==> config.mk <==
export PLATFORM = sky130hd
export DESIGN_NAME = adc_slice_backend
export DESIGN_NICKNAME = d
export VERILOG_FILES = /design/src/hdl/adc_slice_pkg.sv /design/src/hdl/tdc_capture.sv /design/src/hdl/wallace_adder.sv /design/src/hdl/adc_retimer.sv /design/src/hdl/adc_slice_backend.sv
export SDC_FILE = /design/constraint.sdc
export NUM_CORES = 1
export LEC_CHECK = 0
export BUFFER_PORTS_ARGS = -buffer_cell sky130_fd_sc_hd__buf_2
export CORE_MARGIN = 1.5
export CORE_UTILIZATION = 40
export DETAILED_ROUTE_END_ITERATION = 10
export HOLD_SLACK_MARGIN = 0.15
export RECOVER_POWER = 100
export SKIP_LAST_GASP = 1
export SYNTH_ARGS = -nofsm -noshare
export SYNTH_HDL_FRONTEND = slang
export SYNTH_SLANG_ARGS = --single-unit
==> constraint.sdc <==
create_clock -name clk_adder -period 5.9 [get_ports clk_adder]
set_input_delay 0 -clock clk_adder [delete_from_list [all_inputs] [get_ports clk_adder]]
set_output_delay 0 -clock clk_adder [all_outputs]
set_load 0.03 [all_outputs]
==> src/hdl/adc_slice_pkg.sv <==
package adc_slice_pkg;

    // unsigned code and TDC chain widths.
    localparam int NADC = 8;
    localparam int NTHM = (2 ** NADC) - 1;

    // popcount grouping in the adder.
    localparam int NGRP = 16;
    localparam int GRP_W = 16;
    localparam int GRP_CNT_W = $clog2(GRP_W) + 1;

    // output buffer and flow control.
    localparam int FIFO_DEPTH = 4;
    localparam int CREDIT_MAX = 4;
    localparam int FILL_W = $clog2(FIFO_DEPTH) + 1;

    // raw delay-chain flops.
    typedef logic [NTHM-1:0] tdc_word_t;

    // count of ones in the chain.
    typedef logic [NADC-1:0] code_t;

    // sign folded in, two's complement.
    typedef logic signed [NADC:0] sample_t;

    // 0 to CREDIT_MAX.
    typedef logic [2:0] credit_t;

    // retimer buffer index.
    typedef logic [1:0] fifo_ptr_t;

    // per-group partial count.
    typedef logic [GRP_CNT_W-1:0] grp_cnt_t;

endpackage

==> src/hdl/tdc_capture.sv <==
module tdc_capture
    import adc_slice_pkg::*;
(
    input  logic      clk_adder,
    input  logic      rstb,
    input  tdc_word_t tdc_word,
    input  logic      tdc_sign,
    input  logic      tdc_valid,
    input  logic      en_phase_reverse,
    output tdc_word_t cap_word,
    output logic      cap_sign,
    output logic      cap_valid
);

    logic ph_rev_meta;  // first sync flop.
    logic ph_rev_sync;  // safe to use.

    tdc_word_t word_fix;

    // en_phase_reverse comes from a slow control register, no relation to clk_adder.
    always_ff @(posedge clk_adder or negedge rstb) begin
        if (!rstb) begin
            ph_rev_meta <= 1'b0;
            ph_rev_sync <= 1'b0;
        end else begin
            ph_rev_meta <= en_phase_reverse;
            ph_rev_sync <= ph_rev_meta;
        end
    end

    // reversed phase flips every chain flop.
    always_comb begin
        if (ph_rev_sync) begin
            word_fix = ~tdc_word;
        end else begin
            word_fix = tdc_word;
        end
    end

    always_ff @(posedge clk_adder) begin
        if (tdc_valid) begin
            cap_word <= word_fix;
            cap_sign <= tdc_sign;
        end
    end

    always_ff @(posedge clk_adder or negedge rstb) begin
        if (!rstb) begin
            cap_valid <= 1'b0;
        end else begin
            cap_valid <= tdc_valid;
        end
    end

endmodule

==> src/hdl/wallace_adder.sv <==
module wallace_adder
    import adc_slice_pkg::*;
(
    input  logic      clk_adder,
    input  logic      rstb,
    input  tdc_word_t cap_word,
    input  logic      cap_sign,
    input  logic      cap_valid,
    output code_t     sum_code,
    output logic      sum_sign,
    output logic      sum_valid
);

    localparam int PAD_W = NGRP * GRP_W;

    logic [PAD_W-1:0] word_pad;

    grp_cnt_t grp_cnt_d [NGRP];
    grp_cnt_t grp_cnt_q [NGRP];

    logic sign_s1;
    logic valid_s1;

    // tree levels, one bit wider each.
    logic [GRP_CNT_W:0]   lvl1 [NGRP/2];
    logic [GRP_CNT_W+1:0] lvl2 [NGRP/4];
    logic [GRP_CNT_W+2:0] lvl3 [NGRP/8];
    code_t                total;

    function automatic grp_cnt_t pop16(input logic [GRP_W-1:0] bits);
        grp_cnt_t cnt;
        cnt = '0;
        for (int k = 0; k < GRP_W; k++) begin
            cnt = cnt + grp_cnt_t'(bits[k]);
        end
        return cnt;
    endfunction

    // top bit is a pad so the last group is 15 wide.
    assign word_pad = {{(PAD_W - NTHM){1'b0}}, cap_word};

    always_comb begin
        for (int g = 0; g < NGRP; g++) begin
            grp_cnt_d[g] = pop16(word_pad[g*GRP_W +: GRP_W]);
        end
    end

    // stage one.
    always_ff @(posedge clk_adder) begin
        for (int g = 0; g < NGRP; g++) begin
            grp_cnt_q[g] <= grp_cnt_d[g];
        end
        sign_s1 <= cap_sign;
    end

    // adder tree on the registered partial counts
    always_comb begin
        for (int i = 0; i < NGRP / 2; i++) begin
            lvl1[i] = {1'b0, grp_cnt_q[2*i]} + {1'b0, grp_cnt_q[2*i+1]};
        end
        for (int i = 0; i < NGRP / 4; i++) begin
            lvl2[i] = {1'b0, lvl1[2*i]} + {1'b0, lvl1[2*i+1]};
        end
        for (int i = 0; i < NGRP / 8; i++) begin
            lvl3[i] = {1'b0, lvl2[2*i]} + {1'b0, lvl2[2*i+1]};
        end
        total = lvl3[0] + lvl3[1];  // never above 255.
    end

    // stage two.
    always_ff @(posedge clk_adder) begin
        sum_code <= total;
        sum_sign <= sign_s1;
    end

    always_ff @(posedge clk_adder or negedge rstb) begin
        if (!rstb) begin
            valid_s1  <= 1'b0;
            sum_valid <= 1'b0;
        end else begin
            valid_s1  <= cap_valid;
            sum_valid <= valid_s1;
        end
    end

endmodule

==> src/hdl/adc_retimer.sv <==
module adc_retimer
    import adc_slice_pkg::*;
(
    input  logic    clk_adder,
    input  logic    rstb,
    input  code_t   sum_code,
    input  logic    sum_sign,
    input  logic    sum_valid,
    input  logic    credit_return,
    output sample_t sample_out,
    output logic    sample_valid,
    output logic    overflow
);

    sample_t sample_in;
    sample_t mem [FIFO_DEPTH];

    fifo_ptr_t          wr_ptr;
    fifo_ptr_t          rd_ptr;
    logic [FILL_W-1:0]  fill_cnt;
    credit_t            credits;

    logic full;
    logic wr_en;
    logic pop;

    // sign-magnitude to two's complement.
    always_comb begin
        if (sum_sign) begin
            sample_in = -sample_t'({1'b0, sum_code});
        end else begin
            sample_in = sample_t'({1'b0, sum_code});
        end
    end

    assign full  = (fill_cnt == FILL_W'(FIFO_DEPTH));
    assign wr_en = sum_valid && !full;
    assign pop   = (fill_cnt != '0) && (credits != '0);

    always_ff @(posedge clk_adder) begin
        if (wr_en) begin
            mem[wr_ptr] <= sample_in;
        end
    end

    always_ff @(posedge clk_adder or negedge rstb) begin
        if (!rstb) begin
            wr_ptr   <= '0;
            rd_ptr   <= '0;
            fill_cnt <= '0;
        end else begin
            if (wr_en) begin
                wr_ptr <= wr_ptr + fifo_ptr_t'(1);  // wraps at depth.
            end
            if (pop) begin
                rd_ptr <= rd_ptr + fifo_ptr_t'(1);
            end
            case ({wr_en, pop})
                2'b10:   fill_cnt <= fill_cnt + FILL_W'(1);
                2'b01:   fill_cnt <= fill_cnt - FILL_W'(1);
                default: fill_cnt <= fill_cnt;
            endcase
        end
    end

    // send stage.
    always_ff @(posedge clk_adder) begin
        if (pop) begin
            sample_out <= mem[rd_ptr];
        end
    end

    always_ff @(posedge clk_adder or negedge rstb) begin
        if (!rstb) begin
            sample_valid <= 1'b0;
        end else begin
            sample_valid <= pop;
        end
    end

    // one credit spent per pop, one back per return pulse.
    always_ff @(posedge clk_adder or negedge rstb) begin
        if (!rstb) begin
            credits <= credit_t'(CREDIT_MAX);
        end else begin
            case ({pop, credit_return})
                2'b10:   credits <= credits - credit_t'(1);
                2'b01:   credits <= credits + credit_t'(1);
                default: credits <= credits;
            endcase
        end
    end

    // sticky until reset.
    always_ff @(posedge clk_adder or negedge rstb) begin
        if (!rstb) begin
            overflow <= 1'b0;
        end else if (sum_valid && full) begin
            overflow <= 1'b1;
        end
    end

endmodule

==> src/hdl/adc_slice_backend.sv <==
module adc_slice_backend
    import adc_slice_pkg::*;
(
    input  logic      clk_adder,
    input  logic      rstb,
    input  tdc_word_t tdc_word,
    input  logic      tdc_sign,
    input  logic      tdc_valid,
    input  logic      en_phase_reverse,
    input  logic      credit_return,
    output sample_t   sample_out,
    output logic      sample_valid,
    output logic      overflow
);

    tdc_word_t cap_word;
    logic      cap_sign;
    logic      cap_valid;

    code_t     sum_code;
    logic      sum_sign;
    logic      sum_valid;

    tdc_capture icapture (
        .clk_adder        (clk_adder),
        .rstb             (rstb),
        .tdc_word         (tdc_word),
        .tdc_sign         (tdc_sign),
        .tdc_valid        (tdc_valid),
        .en_phase_reverse (en_phase_reverse),
        .cap_word         (cap_word),
        .cap_sign         (cap_sign),
        .cap_valid        (cap_valid)
    );

    wallace_adder iadder (
        .clk_adder (clk_adder),
        .rstb      (rstb),
        .cap_word  (cap_word),
        .cap_sign  (cap_sign),
        .cap_valid (cap_valid),
        .sum_code  (sum_code),
        .sum_sign  (sum_sign),
        .sum_valid (sum_valid)
    );

    adc_retimer iretimer (
        .clk_adder     (clk_adder),
        .rstb          (rstb),
        .sum_code      (sum_code),
        .sum_sign      (sum_sign),
        .sum_valid     (sum_valid),
        .credit_return (credit_return),
        .sample_out    (sample_out),
        .sample_valid  (sample_valid),
        .overflow      (overflow)
    );

endmodule

-- Word level (Yosys, flattened, before mapping)
Memories as Yosys holds them, arrays and structs flattened. A register that Yosys moved wholly into a read port is not among the register bits.
Index checks and enable logic that the tools add are counted.
- add/sub/neg operators: 261
- eq/ne operators: 5
- multiplexer cells: 6
- bitwise operators: 1
- reductions and logical operators: 8
- operators with widths (cell ; number):
    $add 5x1->5 ; 223
    $mux 255 ; 1
    $not 255->255 ; 1
    $add 5x5->6 ; 8
    $add 1x1->2 ; 16
    $add 6x6->7 ; 4
    $add 7x7->8 ; 2
    $pmux 3 s2 ; 2
    $mux 9 ; 1
    $neg 8->9 ; 1
    $add 8x8->8 ; 1
    $add 3x1->3 const B ; 2
    $reduce_bool 3->1 ; 2
    $sub 3x1->3 const B ; 2
    $add 2x1->2 const B ; 2
    $eq 2x1->1 const B ; 2
    $eq 2x2->1 const B ; 2
    $reduce_bool 2->1 ; 2
    $eq 3x3->1 const B ; 1
    $logic_and 1x1->1 ; 3
    $mux 1 ; 2
    $logic_not 1->1 ; 1
- bits in registers: 283
- RAM bits: 116
- bits of input ports: 261
- output and inout bits: 11
- word-level logic and storage cells: 299
- memories: 2
- memories (name ; depth ; bits a word ; read ports ; clocked after memory_dff ; write ports ; RTL line ; text):
    iadder.grp_cnt_q ; 16 ; 5 ; 16 ; 0 ; 16 ; wallace_adder.sv:19 ; grp_cnt_t grp_cnt_q [NGRP];
    iretimer.mem ; 4 ; 9 ; 1 ; 1 ; 1 ; adc_retimer.sv:16 ; sample_t mem [FIFO_DEPTH];

-- Longest topological paths before layout
- word-level depth: 15
- gate-level depth with buffers: 17
- gate-level depth less buffers: 17

-- Cells and area by module
From an unflattened synthesis, not the netlist that was laid out.
- cells, all modules: 1591
- area, all modules: 22736.8 µm²
- by module, submodules not included (module ; instances ; cells each ; area an instance (µm²) ; sequential area each (µm²)):
    tdc_capture ; 1 ; 543 ; 10562.6 ; 7762.4
    wallace_adder ; 1 ; 917 ; 9806.9 ; 1831.8
    adc_retimer ; 1 ; 131 ; 2367.3 ; 1652.8

-- Least setup slack after synthesis
No wires, ideal clock.
- path kind: register -> register
- start point: mem iadder.grp_cnt_q[1][7] in the netlist's numbering
- end point: reg iadder.sum_code[6]
- setup time: 0.072 ns
- data arrival time: 4.566 ns
- required time: 5.828 ns
- slack: 1.261 ns
- cell stages (with the launch flop): 16
- buffers on the path: 0
- path through: dfxtp_1 > fa_1 > inv_1 > fa_1 > inv_1 > fa_1 > inv_1 > fa_1 > fa_1 > inv_1 > fa_1 > ha_1 > fa_1 > a21o_1 > a21oi_1 > xnor2_1
- RTL lines (item ; RTL line ; text):
    from (decl) ; wallace_adder.sv:19 ;
    to (signal assigned) ; wallace_adder.sv:72 ; sum_code <= total;
    to (decl) ; wallace_adder.sv:9 ; output code_t sum_code,

-- Worst setup path after layout
- start point: reg icapture.ph_rev_sync
- end point: reg icapture.cap_word[148], data pin
- cells in the longest elaborated chain, start to end: 1
- ends and longest elaborated chain (item ; RTL line ; text):
    from (decl) ; tdc_capture.sv:16 ; logic ph_rev_sync;
    from (signal assigned) ; tdc_capture.sv:27 ; ph_rev_sync <= ph_rev_meta;
    $mux 255 ; tdc_capture.sv:33 ; if (ph_rev_sync) begin
    via icapture.word_fix[148] ; tdc_capture.sv:18 ; tdc_word_t word_fix;
    to (signal assigned) ; tdc_capture.sv:42 ; cap_word <= word_fix;
    to (decl) ; tdc_capture.sv:10 ; output tdc_word_t cap_word,
The timed path passes the listed nets, and every way through them passes these cells.
A chain may end at the register's enable or synchronous reset.

==> flow_summary.yaml <==
status:
  status: "finished with violations"
  failed_checks: "capacitance limit, slew limit"
place:
  dpl_cell_area_sq_um: 24600
  pre_cts_ws_ns: 1.06
  port_buffers: 271
  dpl.hpwl_mm: 29.6
  routabilityCongestion: 0.757
sta:
  worst_slack_ns: 0.940
  setup_viol: 0
  fmax_ghz: 0.202
  worst_pin_slew_ns: 5.53
  hold_viol_final: 0
  rsz0062_at_grt: "false"
  fin_setup_tns_ns: 0
  relSlewSlack_pct: -269
  fin_crit_ns: 4.96
  finalCritPeriodShare_pct: 84.1
  drv_slew: 332
  finalClockSkew_ns: 0.0154
routing:
  post-route-drc-count: 0
  totalWireLength_mm: 43.2
  dr_total_vias: 12500
  drt-vias-per-instance: 4.23
  detail-route-antenna-nets: 0
  drtIter0Drc: 407
  dr.pass1.iters: 4
  wire_per_inst_um: 14.6
layout:
  drive_above_1_share_pct: 16.0
  fin_area_sq_um: 28800
  multiInputGateArea_sq_um: 9350
  syn_to_final_growth_pct: 28.5
  regArea_sq_um: 11300
  fillers: 4626
  nNetsFinal: 2762
setup_path:
  required_ns: 6.05
  end_kind: "flop"
  cp_max_fo: 132
  arrival_ns: 5.11
  cp-start-kind: "flop"
  worstSetupPathType: "flop to flop"
clocking:
  cts_resized: 0
  clkLatencyLatePin_ns: 0.58
  clockBufferDepth: 3
  htree_levels: 2
  path_clk_slew_ns: 0.06
  cts_buffers: 48
  cts-root-buf: "clkbuf_16"
  cts_tree: "done"
  clock_sinks: 408
logic_synthesis:
  synthArstFlopShare_pct: 4.17
  synth.top_cell.area_share_pct: 40.4
  synth_fp_nets: 2205
  synth_edf_count: 301
  synth_top_flop_cell: "edfxtp_1"
  yosys.cell_types.count: 35
  avgSynthCellArea_sq_um: 13.9
  synth_area_sq_um: 22400
  yosysMostFrequentCell: "inv_1"
  synthCells: 1613
  synthTopCellsByCount: "424 x inv_1, 301 x edfxtp_1, 277 x xor2_1"
  synth_seq_cells: 408
  synth.area.top_cells: "edfxtp_1 40%, fa_1 20%, xor2_1 11%, dfxtp_1 8.0%, inv_1 7.1%"
  synth_warnings: 0
  synth_seq_area_share_pct: 50.3
  synth_top_area_cell: "edfxtp_1"
floorplanning:
  die_h_um: 240
  rows: 86
  initial_utilization_pct: 40.6
  boundaryPins: 272
  core_sq_um: 55200
  dieArea_sq_um: 57400
  fp.dieW_um: 240
global_routing:
  grt_pass1_wl_mm: 70.3
  grt_use_total_pct: 15.8
  antenna_found_initial: 2
  grt_max_degree: 166
  grt_overflow: 0
  grt_pass1_vias: 13800
min_path:
  hp-class: "input pin to flop"
flow_run:
  cap_violations: 3
-- path summary, 6_finish.rpt --
| check | cells after the start | start | slack (ns) | to |
|---|---|---|---|---|
| hold reg to reg | 0 | icapture.cap_valid | 0.35 | iadder.valid_s1 |
| setup / recovery | 2 | icapture.ph_rev_sync | 0.94 | icapture.cap_word[148] |
| hold / removal | 3 | tdc_word[84] | 0.25 | icapture.cap_word[84] |
| min in group asynchronous | 3 | rstb | 0.53 | iretimer.credits[2] |
| setup reg to reg | 2 | icapture.ph_rev_sync | 0.94 | icapture.cap_word[148] |
| max in group asynchronous | 4 | rstb | 4.16 | iretimer.rd_ptr[0] |
-- routing by layer --
layer | vias to the layer above | wire length (um) | track usage (%)
li1 | 6075 | - | -
met1 | 6129 | 18500 | 19.8
met2 | 239 | 21800 | 27.4
met3 | 68 | 1850 | 2.92
met4 | 2 | 996 | 5.01
met5 | - | 12 | 0
-- state kept, by name (all words and copies together), names as in the netlist, 2 cells and up --
register	flops
icapture.cap_word	255
iadder.grp_cnt_q	80
iretimer.mem	36
iretimer.sample_out	9
iadder.sum_code	8
iretimer.credits	3
iretimer.fill_cnt	3
iretimer.rd_ptr	2
iretimer.wr_ptr	2
-- logic make-up (layout without fill, tap and decap cells) --
kind of cell | Yosys count | count (layout) | synth area share (%)
other cells | 0 | 2 | 0
fa+ha+maj | 331 | 331 | 26.1
flops | 408 | 408 | 50.3
mux | 11 | 11 | 1.00
compound gates | 65 | 65 | 1.78
xor+xnor | 308 | 308 | 12.0
simple gates | 34 | 34 | 0.894
buf+inv | 456 | 1053 | 7.88
-- stage by stage --
step	hold slack, ns	instances	util (%)
2_1_floorplan	-0.296	1613	-
3_3_place_gp	-0.0567	2604	44.6
3_5_place_dp	-0.0437	2604	44.6
4_1_cts	0.197	2958	52.3
5_1_grt	0.225	2959	52.1
6_report	0.247	2960	52.1
-- worst max-delay path, stage by stage (launching register included) --
cell and delay (ns):
dfrtp_1 1.08, clkbuf_2 2.78, xor2_1 0.37
-- cell usage in the layout, fill, tap and decap left out, drive strengths merged, types with 18 or more instances in the layout --
master	count
a21o	18
a21oi	34
buf	259
clkbuf	75
clkinv	18
dfxtp	90
dlygate4sd3	264
edfxtp	301
fa	227
ha	104
inv	430
xnor2	31
xor2	277
-- final cells by class --
class                   instances  share of cell area, %
flip-flops and latches        408                   39.2
clock buffers                  59                   4.57
diodes                          2                 0.0174
multi-input cells             749                   32.5
clock inverters                31                   1.01
well taps                     748                   3.25
repair buffers                539                   14.0
inverters                     424                   5.53
-- timing repair --
action,4_1_cts,5_1_grt
hold endpoints to repair,369,0
buffers inserted,0,0
setup endpoints to repair,0,0
hold buffers,264,0
Power is not shown: default switching activity piles up to over one toggle a cycle in this logic, so the estimate is an artifact.
